File: config.mk
export PLATFORM = sky130hd
export DESIGN_NAME = pi_ctrl_top
export DESIGN_NICKNAME = d
export VERILOG_FILES = /design/src/design/pi_cfg_pkg.sv /design/src/design/pi_ctl_pkg.sv /design/src/design/pi_qperi_cal.sv /design/src/design/pi_code_decode.sv /design/src/design/pi_phase_select.sv /design/src/design/pi_phase_monitor.sv /design/src/design/pi_ctrl_top.sv
export SDC_FILE = /design/constraint.sdc
export NUM_CORES = 1
export LEC_CHECK = 0
export BUFFER_PORTS_ARGS = -buffer_cell sky130_fd_sc_hd__clkbuf_2
export CORE_MARGIN = 8
export CORE_UTILIZATION = 27
export CTS_CLUSTER_SIZE = 25
export DETAILED_ROUTE_END_ITERATION = 10
export GPL_TIMING_DRIVEN = 0
export PLACE_DENSITY = 0.56
export SLEW_MARGIN = 20
export SYNTH_ARGS = -nofsm -noshare
export SYNTH_HDL_FRONTEND = slang
export SYNTH_HIERARCHICAL = 1
export SYNTH_SLANG_ARGS = --single-unit
File: constraint.sdc
create_clock -name and_ph_out_d -period 17.45 [get_ports and_ph_out_d]
set_input_delay 0.8725 -clock and_ph_out_d [delete_from_list [all_inputs] [get_ports and_ph_out_d]]
set_output_delay 0.8725 -clock and_ph_out_d [all_outputs]
set_load 0.05 [all_outputs]
File: src/design/pi_cfg_pkg.sv
package pi_cfg_pkg;

    ////////////////////////////////////////////////////////////////////
    // Interpolator geometry
    ////////////////////////////////////////////////////////////////////
    localparam int N_UNIT     = 32;                 // Delay units in the chain
    localparam int N_IDX      = $clog2(N_UNIT);     // Unit index width
    localparam int N_CODE     = 9;                  // Phase code width
    localparam int N_FINE     = 4;                  // Fine field, blender steps
    localparam int N_CRS      = N_CODE - N_FINE;    // Coarse field
    localparam int N_THM      = 16;                 // Blender thermometer
    localparam int N_PM       = 20;                 // Phase monitor accumulator

    // Cycles to let the arbiter settle before it is sampled
    localparam int CAL_SETTLE = 4;

    ////////////////////////////////////////////////////////////////////
    // Vector types
    ////////////////////////////////////////////////////////////////////
    typedef logic [N_CODE-1:0] ctl_code_t;          // [8:4] coarse, [3:0] fine
    typedef logic [N_IDX-1:0]  unit_idx_t;          // Also carries Qperi
    typedef logic [N_UNIT-1:0] unit_vec_t;          // One bit per delay unit
    typedef logic [N_THM-1:0]  thm_bld_t;
    typedef logic [N_PM-1:0]   pm_count_t;

    // Highest Qperi the unit count can express
    localparam unit_idx_t QP_SAT = unit_idx_t'(N_UNIT - 1);

endpackage

File: src/design/pi_ctl_pkg.sv
package pi_ctl_pkg;

    // Qperi calibration sequence
    typedef enum logic [1:0] {
        CAL_IDLE   = 2'b00,
        CAL_SETTLE = 2'b01,     // Waiting for arb_out to settle
        CAL_SAMPLE = 2'b10,
        CAL_DONE   = 2'b11
    } cal_state_t;

    // Phase monitor sign select, matches sel_pm_sign encoding
    typedef enum logic [1:0] {
        PM_HOLD  = 2'b00,
        PM_ADD   = 2'b01,
        PM_SUB   = 2'b10,
        PM_CLEAR = 2'b11
    } pm_sign_t;

endpackage

File: src/design/pi_qperi_cal.sv
`timescale 1ns/1ps

module pi_qperi_cal (
    input  logic                  and_ph_out_d,
    input  logic                  rstb,
    input  logic                  en_cal,
    input  pi_cfg_pkg::unit_vec_t arb_out,
    input  logic                  en_ext_Qperi,
    input  pi_cfg_pkg::unit_idx_t ext_Qperi,
    output pi_cfg_pkg::unit_idx_t Qperi,
    output pi_cfg_pkg::unit_idx_t max_sel_mux,
    output logic                  cal_done
);

    pi_ctl_pkg::cal_state_t                    state;
    logic                                      en_cal_d;
    logic [$clog2(pi_cfg_pkg::CAL_SETTLE)-1:0] settle_cnt;
    logic [pi_cfg_pkg::N_IDX:0]                arb_ones;     // 0..32
    pi_cfg_pkg::unit_idx_t                     qperi_sat;
    pi_cfg_pkg::unit_idx_t                     qperi_meas;   // Last measured value
    logic [pi_cfg_pkg::N_IDX+1:0]              qperi_x4;
    pi_cfg_pkg::unit_idx_t                     max_next;

    ////////////////////////////////////////////////////////////////////
    // Arbiter thermometer count and wrap limit
    ////////////////////////////////////////////////////////////////////
    always_comb begin
        arb_ones = '0;
        for (int i = 0; i < pi_cfg_pkg::N_UNIT; i++)
            arb_ones = arb_ones + arb_out[i];
        qperi_sat = (arb_ones > pi_cfg_pkg::QP_SAT) ? pi_cfg_pkg::QP_SAT
                                                     : arb_ones[pi_cfg_pkg::N_IDX-1:0];

        // Four quarter periods per period, last usable unit is one below
        qperi_x4 = {Qperi, 2'b00};
        if (Qperi == '0)
            max_next = '0;
        else if (qperi_x4 > pi_cfg_pkg::N_UNIT)
            max_next = pi_cfg_pkg::QP_SAT;
        else
            max_next = pi_cfg_pkg::unit_idx_t'(qperi_x4 - 1'b1);
    end

    always_ff @(posedge and_ph_out_d or negedge rstb) begin
        if (!rstb) begin
            state       <= pi_ctl_pkg::CAL_IDLE;
            en_cal_d    <= 1'b0;
            settle_cnt  <= '0;
            qperi_meas  <= '0;
            Qperi       <= '0;
            max_sel_mux <= '0;
        end else begin
            en_cal_d <= en_cal;
            case (state)
                pi_ctl_pkg::CAL_IDLE: begin
                    if (en_cal && !en_cal_d) begin   // Start on rising level
                        state      <= pi_ctl_pkg::CAL_SETTLE;
                        settle_cnt <= '0;
                    end
                end
                pi_ctl_pkg::CAL_SETTLE: begin
                    if (!en_cal)
                        state <= pi_ctl_pkg::CAL_IDLE;
                    else if (settle_cnt == pi_cfg_pkg::CAL_SETTLE - 1)
                        state <= pi_ctl_pkg::CAL_SAMPLE;
                    else
                        settle_cnt <= settle_cnt + 1'b1;
                end
                pi_ctl_pkg::CAL_SAMPLE: state <= pi_ctl_pkg::CAL_DONE;
                pi_ctl_pkg::CAL_DONE: begin
                    if (!en_cal)
                        state <= pi_ctl_pkg::CAL_IDLE;
                end
                default: state <= pi_ctl_pkg::CAL_IDLE;
            endcase

            if (state == pi_ctl_pkg::CAL_SAMPLE)
                qperi_meas <= qperi_sat;

            // Override sits on top, the measurement is kept below it
            if (en_ext_Qperi)
                Qperi <= ext_Qperi;
            else if (state == pi_ctl_pkg::CAL_SAMPLE)
                Qperi <= qperi_sat;
            else
                Qperi <= qperi_meas;

            max_sel_mux <= max_next;                 // One cycle behind Qperi
        end
    end

    assign cal_done = (state == pi_ctl_pkg::CAL_DONE);

endmodule

File: src/design/pi_code_decode.sv
`timescale 1ns/1ps

module pi_code_decode (
    input  logic                  and_ph_out_d,
    input  logic                  rstb,
    input  logic                  ctl_valid,
    input  pi_cfg_pkg::ctl_code_t ctl,
    input  pi_cfg_pkg::unit_idx_t max_sel_mux,
    output pi_cfg_pkg::unit_idx_t unit_idx,
    output pi_cfg_pkg::thm_bld_t  thm_raw
);

    logic [pi_cfg_pkg::N_CRS-1:0]  coarse;
    logic [pi_cfg_pkg::N_FINE-1:0] fine;
    logic [pi_cfg_pkg::N_IDX:0]    wrap_diff;    // Extra bit flags underflow
    pi_cfg_pkg::unit_idx_t         idx_next;
    pi_cfg_pkg::thm_bld_t          thm_next;

    ////////////////////////////////////////////////////////////////////
    // Code split and coarse wrap
    ////////////////////////////////////////////////////////////////////
    always_comb begin
        coarse    = ctl[pi_cfg_pkg::N_CODE-1:pi_cfg_pkg::N_FINE];
        fine      = ctl[pi_cfg_pkg::N_FINE-1:0];
        wrap_diff = {1'b0, coarse} - {1'b0, max_sel_mux} - 1'b1;

        // Codes beyond the calibrated period fold back by one period
        if (coarse <= max_sel_mux)
            idx_next = coarse;
        else if (wrap_diff[pi_cfg_pkg::N_IDX])
            idx_next = '0;
        else
            idx_next = wrap_diff[pi_cfg_pkg::N_IDX-1:0];

        // Fine steps light the low blender legs, top leg stays off
        thm_next = (pi_cfg_pkg::thm_bld_t'(1) << fine) - 1'b1;
    end

    always_ff @(posedge and_ph_out_d or negedge rstb) begin
        if (!rstb) begin
            unit_idx <= '0;
            thm_raw  <= '0;
        end else if (ctl_valid) begin       // Hold until the next valid code
            unit_idx <= idx_next;
            thm_raw  <= thm_next;
        end
    end

endmodule

File: src/design/pi_phase_select.sv
`timescale 1ns/1ps

module pi_phase_select (
    input  logic                  and_ph_out_d,
    input  logic                  rstb,
    input  pi_cfg_pkg::unit_idx_t unit_idx,
    input  pi_cfg_pkg::thm_bld_t  thm_raw,
    input  pi_cfg_pkg::unit_idx_t max_sel_mux,
    output pi_cfg_pkg::unit_vec_t en_mixer,
    output pi_cfg_pkg::unit_idx_t sel_unit_even,
    output pi_cfg_pkg::unit_idx_t sel_unit_odd,
    output pi_cfg_pkg::thm_bld_t  thm_sel_bld,
    output pi_cfg_pkg::thm_bld_t  thm_sel_bld_d
);

    pi_cfg_pkg::unit_idx_t idx_adj;     // Neighbour unit, second blender input
    pi_cfg_pkg::unit_vec_t en_next;

    ////////////////////////////////////////////////////////////////////
    // Adjacent unit pair
    ////////////////////////////////////////////////////////////////////
    always_comb begin
        if (unit_idx >= max_sel_mux)
            idx_adj = '0;               // Last unit of the period wraps to 0
        else
            idx_adj = unit_idx + 1'b1;

        en_next = (pi_cfg_pkg::unit_vec_t'(1) << unit_idx) |
                  (pi_cfg_pkg::unit_vec_t'(1) << idx_adj);
    end

    always_ff @(posedge and_ph_out_d or negedge rstb) begin
        if (!rstb) begin
            en_mixer      <= '0;
            sel_unit_even <= '0;
            sel_unit_odd  <= '0;
            thm_sel_bld   <= '0;
            thm_sel_bld_d <= '0;
        end else begin
            en_mixer <= en_next;

            // Even units feed one mux tree, odd units the other
            if (unit_idx[0]) begin
                sel_unit_even <= idx_adj;
                sel_unit_odd  <= unit_idx;
            end else begin
                sel_unit_even <= unit_idx;
                sel_unit_odd  <= idx_adj;
            end

            thm_sel_bld   <= thm_raw;       // Resampled on the output clock
            thm_sel_bld_d <= thm_sel_bld;
        end
    end

endmodule

File: src/design/pi_phase_monitor.sv
`timescale 1ns/1ps

module pi_phase_monitor (
    input  logic                  and_ph_out_d,
    input  logic                  rstb,
    input  logic                  en_pm,
    input  logic [1:0]            sel_pm_sign,
    input  pi_cfg_pkg::unit_idx_t sel_unit_even,
    input  pi_cfg_pkg::thm_bld_t  thm_sel_bld,
    output pi_cfg_pkg::pm_count_t pm_out
);

    logic [pi_cfg_pkg::N_FINE:0] thm_ones;
    pi_cfg_pkg::pm_count_t       pos;
    pi_ctl_pkg::pm_sign_t        pm_sign;

    assign pm_sign = pi_ctl_pkg::pm_sign_t'(sel_pm_sign);

    ////////////////////////////////////////////////////////////////////
    // Delivered phase position
    ////////////////////////////////////////////////////////////////////
    always_comb begin
        thm_ones = '0;
        for (int i = 0; i < pi_cfg_pkg::N_THM; i++)
            thm_ones = thm_ones + thm_sel_bld[i];
        // Coarse unit in blender steps plus the fine legs that are on
        pos = (pi_cfg_pkg::pm_count_t'(sel_unit_even) << pi_cfg_pkg::N_FINE) +
              pi_cfg_pkg::pm_count_t'(thm_ones);
    end

    always_ff @(posedge and_ph_out_d or negedge rstb) begin
        if (!rstb) begin
            pm_out <= '0;
        end else if (en_pm) begin
            case (pm_sign)
                pi_ctl_pkg::PM_ADD:   pm_out <= pm_out + pos;   // Wraps mod 2^20
                pi_ctl_pkg::PM_SUB:   pm_out <= pm_out - pos;
                pi_ctl_pkg::PM_CLEAR: pm_out <= '0;
                default:              pm_out <= pm_out;
            endcase
        end
    end

endmodule

File: src/design/pi_ctrl_top.sv
`timescale 1ns/1ps

module pi_ctrl_top (
    input  logic                  and_ph_out_d,
    input  logic                  rstb,
    input  logic                  ctl_valid,
    input  pi_cfg_pkg::ctl_code_t ctl,
    input  logic                  en_cal,
    input  pi_cfg_pkg::unit_vec_t arb_out,
    input  logic                  en_ext_Qperi,
    input  pi_cfg_pkg::unit_idx_t ext_Qperi,
    input  logic                  en_pm,
    input  logic [1:0]            sel_pm_sign,
    output pi_cfg_pkg::unit_idx_t Qperi,
    output pi_cfg_pkg::unit_idx_t max_sel_mux,
    output pi_cfg_pkg::unit_vec_t en_mixer,
    output pi_cfg_pkg::unit_idx_t sel_unit_even,
    output pi_cfg_pkg::unit_idx_t sel_unit_odd,
    output pi_cfg_pkg::thm_bld_t  thm_sel_bld,
    output pi_cfg_pkg::thm_bld_t  thm_sel_bld_d,
    output logic                  cal_done,
    output pi_cfg_pkg::pm_count_t pm_out
);

    pi_cfg_pkg::unit_idx_t unit_idx;
    pi_cfg_pkg::thm_bld_t  thm_raw;

    pi_qperi_cal iqperi_cal (
        .and_ph_out_d (and_ph_out_d),
        .rstb         (rstb),
        .en_cal       (en_cal),
        .arb_out      (arb_out),
        .en_ext_Qperi (en_ext_Qperi),
        .ext_Qperi    (ext_Qperi),
        .Qperi        (Qperi),
        .max_sel_mux  (max_sel_mux),
        .cal_done     (cal_done)
    );

    pi_code_decode icode_decode (
        .and_ph_out_d (and_ph_out_d),
        .rstb         (rstb),
        .ctl_valid    (ctl_valid),
        .ctl          (ctl),
        .max_sel_mux  (max_sel_mux),
        .unit_idx     (unit_idx),
        .thm_raw      (thm_raw)
    );

    pi_phase_select iphase_select (
        .and_ph_out_d  (and_ph_out_d),
        .rstb          (rstb),
        .unit_idx      (unit_idx),
        .thm_raw       (thm_raw),
        .max_sel_mux   (max_sel_mux),
        .en_mixer      (en_mixer),
        .sel_unit_even (sel_unit_even),
        .sel_unit_odd  (sel_unit_odd),
        .thm_sel_bld   (thm_sel_bld),
        .thm_sel_bld_d (thm_sel_bld_d)
    );

    pi_phase_monitor iphase_monitor (
        .and_ph_out_d  (and_ph_out_d),
        .rstb          (rstb),
        .en_pm         (en_pm),
        .sel_pm_sign   (sel_pm_sign),
        .sel_unit_even (sel_unit_even),
        .thm_sel_bld   (thm_sel_bld),
        .pm_out        (pm_out)
    );

endmodule

==> summary.md, run 1 <==
| Metric | Value |
|---|---|
| Synth warnings | `6` |
| Fraction of registers with async set/reset | `100%` |
| Number of enable flip-flop cells after synthesis | `0` |
| Req. time, crit path | `~18 ns` |
| TNS Setup | `0 ns` |
| Root Driver | `clkbuf_16` |
| First-pass GRT wire length | `35600 µm` |
| Syn Inst Count | `around 840` |
| Largest net degree at the start of global routing | `between 70 and 80` |
| Crit Reg-Reg Endpoint | `iphase_monitor/pm_out[18]` |
| Postcts setup bufs | `0` |
| Final Cycle Share | `40.8%` |
| Area Overhead vs Synth | `23.1%` |
| Worst VDD drop | `between 0.15 and 0.2 mV` |
| Vias in the first global route | `6904` |
| Worst Setup Path Type | `reg2reg` |
| Status | `finished clean` |
| Final setup fails | `0` |
| Initial antenna violation count | `4` |
| FF-to-FF Start | `iphase_select/thm_sel_bld[0]` |
| Share of layout cells above drive strength 1 | `23.3%` |
| Clock transition at the registers of the reported paths | `0.07 ns` |
| Vias per std cell | `4.65` |
| Insertion delay to the later sink of the worst-skew pair | `0.43 ns` |
| Final count of pins violating max slew | `0` |
| Hold Vio Cnt, Final | `0` |
| Post-synth cell types | `80` |
| Die width | `191 µm` |
| First-pass DRT Iterations | `5` |
| CTS tree | `yes` |
| Register bit count reported by yosys | `134` |
| Synthesized area | `8300 µm²` |
| # hold bufs at CTS | `0` |
| Drt total wl | `~22000 µm` |
| DRT iter0 DRCs | `about 380` |
| Initial Util | `27.3%` |
| Worst R2R Path Depth | `26` |
| Worst endpoint data arrival time | `~7.5 ns` |
| Slew @ Worst Pin | `0.736 ns` |
| Antenna cells | `0` |
| RSZ-0062 raised after global routing | `false` |
| Seq/Total Area, Yosys | `40.4%` |
| Post-synth top flop | `dfrtp_1` |
| CP max FO | `5` |
| Clk_skew | `0.0128 ns` |
| # port buffers | `~160` |
| Drt wl/cell | `15.3 µm` |
| Die ar. | `36600 µm²` |
| Cell taking the most area after synthesis | `dfrtp_1` |
| Hold Crit Depth | `0` |
| Routability cong. | `between 0.8 and 0.9` |
| CP Launch Type | `flop` |
| Max clock buf depth | `2` |
| Rows | `64` |
| Via count | `~6600` |
| PostCTS Resize Cnt | `0` |
| Hold Crit Endpoint | `iphase_select/thm_sel_bld[1]` |
| FMAX | `roughly 0.14 GHz` |
| IO Count | `159` |
| Final min period | `7.13 ns` |
| Nets | `1161` |
| Min-delay src | `icode_decode/thm_raw[1]` |
| Residual DRC | `0` |
| Syn_area_per_cell | `roughly 9.9 µm²` |
| Die height | `between 150 and 200 µm` |
| HPWL after detailed placement | `17300 µm` |
| Worst Hold Class | `reg2reg` |
| Yosys top cell area share | `40.4%` |
| Slew Limit Headroom | `50.6%` |
| H-tree level count | `4` |
| Post-route ant nets | `0` |
| Syn_nets | `985` |
| GRT Total Usage | `~12%` |
| Power Dens Cells | `208 nW/µm²` |
| LEAKAGE | `4.97 nW` |
| GRT Residual Overflow | `0` |
| Maxcap violations | `0` |
| Reg2reg setup slack | `approximately 10 ns` |
| Synth top area cells | `dfrtp_1, fa_1, ha_1` |
| Clock Sinks | `134` |
| Crit end category | `flop` |
| CTS buffer count | `17` |
| Core Footprint | `30400 µm²` |
| WHS | `0.365 ns` |
-- logic make-up after synthesis --
kind of cell,synth area share (%)
buffers and inverters,6.80
and+or+nand+nor,13.0
adders and majority gates,16.8
muxes,1.37
xor gates and xnor gates,3.91
AOI/OAI and AO/OA,17.7
other,0.0452
DFF,40.4
-- registers in the layout (all words and copies together), names as in the netlist, 2 cells and up, named ones only --
name,cells
iphase_select/en_mixer,32
iphase_monitor/pm_out,20
icode_decode/thm_raw,16
iphase_select/thm_sel_bld,16
iphase_select/thm_sel_bld_d,16
icode_decode/unit_idx,5
iphase_select/sel_unit_even,5
iphase_select/sel_unit_odd,5
iqperi_cal/Qperi,5
iqperi_cal/qperi_meas,5
iqperi_cal/max_sel_mux,4
iqperi_cal/settle_cnt,2
-- metal layers --
metal / vias to the layer above / track usage (%) / routed length (µm)
met5: - / 0 / 49
met4: 8 / 3.91 / 316
met3: 30 / 5.07 / 1920
met2: 178 / 19.0 / 9680
met1: 3161 / 15.2 / 9830
li1: 3258 / - / -
-- worst max-delay path by stage --
stage | start | endpoint | slack [ns] | cells after the start
after global routing | iphase_select/thm_sel_bld[11] | iphase_monitor/pm_out[18] | 9.90 | 26
final | iphase_select/thm_sel_bld[0] | iphase_monitor/pm_out[18] | 10.32 | 26
after CTS | iphase_select/thm_sel_bld[11] | iphase_monitor/pm_out[18] | 10.36 | 26
after detailed placement | iphase_select/thm_sel_bld[11] | iphase_monitor/pm_out[18] | 10.40 | 26
after global placement | iphase_select/thm_sel_bld[11] | iphase_monitor/pm_out[18] | 10.41 | 26
after floorplan | iphase_select/thm_sel_bld[0] | iphase_monitor/pm_out[18] | 10.76 | 26
-- final cells by class --
cell class | count | area [µm²]
fillers | 3155 | 20200
multi-input cells | 570 | 4380
flip-flops and latches | 134 | 3350
repair buffers | 157 | 817
well taps | 396 | 495
clock buffers | 17 | 425
inverters | 109 | 409
clock inverters | 15 | 179
plain buffers | 29 | 155
-- cell usage in the layout (no fill, tap or decap), types with 19 or more instances in the layout --
master | Yosys | final
a21oi_1 | 40 | 40
clkbuf_2 | 0 | 155
dfrtp_1 | 134 | 134
fa_1 | 36 | 36
ha_1 | 53 | 53
inv_1 | 107 | 107
nand2_1 | 73 | 73
nand2b_1 | 19 | 19
nor2_1 | 47 | 47
o21ai_0 | 53 | 53
o22ai_1 | 39 | 39
xnor2_1 | 22 | 22
-- cells in the mapped netlist, drive strengths merged (21+ instances only) --
library cell and instances:
o21ai 59, nor2 47, ha 53, a21oi 41, nand2 75, inv 108, dfrtp 134, xnor2 22
fa 36, o22ai 41, nand2b 21
-- stage by stage --
stage | setup slack [ns] | total power [mW] | instances | area (µm²) | util (%)
final | 10.32 | 2.13 | 1427 | 10200 | 33.6
after global routing | 9.90 | 2.32 | 1427 | 10200 | 33.6
after CTS | 10.36 | 2.15 | 1427 | 10200 | 33.6
after detailed placement | 10.40 | 1.77 | 1395 | 9610 | 31.6
after global placement | 10.41 | 1.74 | 1394 | 9570 | 31.5
after floorplan | 10.76 | 1.47 | 842 | 8300 | -
-- worst max-delay path, cell delays in order (launching register included) --
cell	delay, ns
dfrtp_1	0.36
inv_1	0.06
fa_1	0.59
fa_1	0.46
fa_1	0.54
fa_1	0.41
inv_1	0.06
ha_1	0.17
inv_1	0.06
fa_1	0.42
nor2b_1	0.22
nor3_1	0.07
o211a_1	0.22
o21ai_2	0.32
nand2_1	0.20
a2111oi_0	0.49
a31oi_1	0.12
xnor2_1	0.15
ha_1	0.36
a41oi_1	0.20
o21ai_0	0.13
a21oi_1	0.21
o2111ai_1	0.21
o31a_1	0.33
a221oi_1	0.42
a221oi_1	0.14
o41ai_1	0.09
-- power by group --
part	leakage [nW]	internal, mW	switching, mW	total [mW]
logic	3.04	0.469	0.837	1.31
clock network	0.292	0.217	0.156	0.373
registers	1.64	0.386	0.0624	0.449
total	4.97	1.07	1.06	2.13
Note: power is estimated with default switching activity, not from simulation.
==> inputs of run 2 (changes only) <==
Settings changed: ABC_AREA set to 1.
Clock period 17.45 ns to 6.97 ns, I/O delays scaled along.
==> summary.md, run 2 <==
| Metric | Value |
|---|---|
| Postcts setup bufs | `0 (unchanged)` |
| Pint | `2.60 mW (was 1.07 mW)` |
| Worst VDD drop | `0.251 mV (was 0.157 mV)` |
| IO Count | `159 (unchanged)` |
| Hold Vio Cnt, Final | `0 (unchanged)` |
| Switching power total | `3.11 mW (was 1.06 mW)` |
| DRT iter0 DRCs | `383 (was 384)` |
| Rows | `65 (was 64)` |
| Initial antenna violation count | `0 (was 4)` |
| Top Registers | `iphase_select/en_mixer (32), iphase_monitor/pm_out (20) (unchanged)` |
| Fraction of registers with async set/reset | `100% (unchanged)` |
| Synthesized area | `8670 µm² (was 8300 µm²)` |
| GRT Residual Overflow | `0 (unchanged)` |
| Largest Register | `iphase_select/en_mixer (unchanged)` |
| Final setup fails | `0 (unchanged)` |
| Number of enable flip-flop cells after synthesis | `0 (unchanged)` |
| Worst Setup Path Type | `reg2reg (unchanged)` |
| Drt wl/cell | `14.7 µm (was 15.3 µm)` |
| Post-synth cell types | `51 (was 80)` |
| Most frequent cells in the layout | `nand2_1, inv_1, clkbuf_2 (was clkbuf_2, dfrtp_1, inv_1)` |
| Slew Limit Headroom | `58.5% (was 50.6%)` |
| Worst Hold Class | `in2reg (was reg2reg)` |
| Crit end category | `flop (unchanged)` |
| # port buffers | `155 (was 156)` |
| Initial Util | `27.5% (was 27.3%)` |
| Sequential share of power | `20.7% (was 21.1%)` |
| CP Launch Type | `flop (unchanged)` |
| Fillers | `3266 (was 3155)` |
| Yosys top cell area share | `38.7% (was 40.4%)` |
| TNS Setup | `0 ns (unchanged)` |
| First-pass DRT Iterations | `7 (was 5)` |
| Via count | `7381 (was 6635)` |
| Routability cong. | `0.895 (was 0.842)` |
| Final count of pins violating max slew | `0 (unchanged)` |
| Pre-CTS WS | `1.04 ns (was 10.40 ns)` |
| Slew @ Worst Pin | `0.617 ns (was 0.736 ns)` |
| Status | `finished clean (unchanged)` |
| Largest net degree at the start of global routing | `89 (was 76)` |
| Syn_area_per_cell | `8.28 µm² (was 9.85 µm²)` |
| First-pass GRT wire length | `39900 µm (was 35600 µm)` |
| Sw Ratio | `54.4% (was 49.6%)` |
| Synth warnings | `6 (unchanged)` |
| Nets | `1366 (was 1161)` |
| RSZ-0062 raised after global routing | `false (unchanged)` |
| Commonest non-fill, non-tap cell in the layout | `nand2_1 (was clkbuf_2)` |
| Root Driver | `clkbuf_16 (unchanged)` |
| Residual DRC | `0 (unchanged)` |
| LEAKAGE | `5.72 nW (was 4.97 nW)` |
| Core Footprint | `31600 µm² (was 30400 µm²)` |
| CTS tree | `yes (unchanged)` |
| Insertion delay to the later sink of the worst-skew pair | `0.43 ns (about the same)` |
| Drt total wl | `24100 µm (was 21800 µm)` |
| Req. time, crit path | `7.29 ns (was 17.77 ns)` |
| Final Cycle Share | `84.9% (was 40.8%)` |
| Die width | `195 µm (was 191 µm)` |
| Syn Inst Count | `1047 (was 842)` |
| Post-synth top flop | `dfrtp_1 (unchanged)` |
| FMAX | `0.169 GHz (was 0.140 GHz)` |
| Final min period | `5.92 ns (was 7.13 ns)` |
| HPWL after detailed placement | `19400 µm (was 17300 µm)` |
| Vias in the first global route | `7722 (was 6904)` |
| Area Overhead vs Synth | `21.4% (was 23.1%)` |
| PostCTS Resize Cnt | `0 (unchanged)` |
| Clock transition at the registers of the reported paths | `0.07 ns (about the same)` |
| Post-route ant nets | `0 (unchanged)` |
| Register bit count reported by yosys | `134 (unchanged)` |
| Cell taking the most area after synthesis | `dfrtp_1 (unchanged)` |
| Maxcap violations | `0 (unchanged)` |
| Synth top area cells | `dfrtp_1, nand2_1, fa_1 (was dfrtp_1, fa_1, ha_1)` |
| Max clock buf depth | `2 (unchanged)` |
| GRT Total Usage | `13.0% (was 12.2%)` |
| Die ar. | `38100 µm² (was 36600 µm²)` |
| Antenna cells | `0 (unchanged)` |
| Final core utilization | `33.3% (was 33.6%)` |
| Seq/Total Area, Yosys | `38.7% (was 40.4%)` |
| CP max FO | `5 (unchanged)` |
| Count leader, synth | `nand2_1 (was dfrtp_1)` |
| Number of flip-flops in the largest register | `32 (unchanged)` |
| Power Dens Cells | `543 nW/µm² (was 208 nW/µm²)` |
| Die height | `195 µm (was 191 µm)` |
| Clk_skew | `0.0116 ns (was 0.0128 ns)` |
| Worst endpoint data arrival time | `6.23 ns (was 7.45 ns)` |
| Power share of the combinational group | `64.9% (was 61.4%)` |
| Area taken by flip-flops and latches | `3350 µm² (unchanged)` |
| Part of the power in the clock network | `14.4% (was 17.5%)` |
| Syn_nets | `1190 (was 985)` |
| Multi-input gate area | `4490 µm² (was 4380 µm²)` |
| CTS buffer count | `17 (unchanged)` |
| Final worst slack | `1.05 ns (was 10.32 ns)` |
| H-tree level count | `4 (unchanged)` |
| Vias per std cell | `4.51 (was 4.65)` |
| Share of layout cells above drive strength 1 | `21.8% (was 23.3%)` |
| Top post-synthesis cells by count | `nand2_1, inv_1, dfrtp_1, nand3_1 (was dfrtp_1, inv_1, nand2_1, ha_1, o21ai_0)` |
| Clock Sinks | `134 (unchanged)` |
[run 2: cell count changes in the layout (fill, tap and decap cells not counted), sizes merged, moves of 38 or more]
cell and delta:
nand3 +58, o22ai -38, nand4 +47, nand2 +190, inv +59
[run 2: routing by layer]
metal  up-vias  wire length (µm)  global-route usage, %
met5         -                 0                      0
met4         0               368                   3.79
met3        29              1690                   4.32
met2       216             11200                   21.3
met1      3415             10900                   16.0
li1       3721                 -                      -
[run 2: cell families (layout without fill, tap and decap cells)]
group                    count (synthesis)  count (layout)  synth area share [%]
other                                    1               1                0.0433
XOR/XNOR                                14              14                  1.41
AND/OR/NAND/NOR                        479             479                  25.9
adder cells (fa/ha/maj)                 89              89                  16.0
flip-flops                             134             134                  38.7
AO/OA/AOI/OAI                          128             128                  8.52
buffers and inverters                  202             391                  9.51
[run 2: final cells by class]
class	count	share of cell area [%]
Tap cell	402	4.78
Clock inverter	13	0.927
Inverter	175	6.27
Timing Repair Buffer	157	7.81
Buffer	27	1.57
Multi-Input combinational cell	711	42.7
Sequential cell	134	31.9
Clock buffer	19	4.11
[run 2: worst max-delay path, cell delays in order, from the launching register on]
cell and delay, ns:
dfrtp_1 0.45, inv_1 0.08, fa_1 0.46, fa_1 0.50
fa_1 0.54, fa_1 0.40, inv_1 0.06, ha_1 0.19
inv_1 0.07, fa_1 0.42, nand2_1 0.09, nand2_1 0.13
inv_1 0.08, nand4_1 0.14, nor2_2 0.18, nand4_2 0.17
o21ai_0 0.42, ha_1 0.37, a21oi_1 0.20, a21boi_0 0.29
nand2_1 0.11, nand2_1 0.06, nand3_1 0.08, nand3b_1 0.17
nand3_1 0.07, nand2_1 0.06
[run 2: path summary, 6_finish.rpt]
check | from | endpoint | slack (ns) | cells past startpoint
setup reg to reg | iphase_select/thm_sel_bld[3] | iphase_monitor/pm_out[19] | 1.05 | 25
min in group asynchronous | rstb | iphase_select/thm_sel_bld_d[4] | 0.43 | 2
max in group asynchronous | rstb | iphase_select/en_mixer[6] | 5.76 | 3
setup / recovery | iphase_select/thm_sel_bld[3] | iphase_monitor/pm_out[19] | 1.05 | 25
hold / removal | en_cal | iqperi_cal/en_cal_d | 0.11 | 1
hold reg to reg | icode_decode/thm_raw[14] | iphase_select/thm_sel_bld[14] | 0.38 | 0
[run 2: what timing repair did]
action	4_1_cts	5_1_grt
endpoints found under the setup margin	0	0
hold endpoints to repair	46	0
hold buffers	1	0
[run 2: power by group through the flow]
stage,Clock (mW),Combinational (mW),Sequential (mW)
2_1_floorplan,0,2.29,1.71
3_3_place_gp,0,3.65,1.20
3_5_place_dp,0,3.70,1.20
4_1_cts,0.848,3.73,1.18
5_1_grt,0.882,4.19,1.21
6_report,0.825,3.71,1.18
[run 2: metrics by stage]
step	hold WS, ns	std cells	power [mW]	area [µm²]
finish	0.111	1638	5.72	10500
global route	0.0937	1638	6.28	10500
global placement	0.359	1604	4.85	9950
detailed placement	0.330	1605	4.90	9980
CTS	0.0783	1638	5.76	10500
floorplan	0.0529	1047	4.00	8670
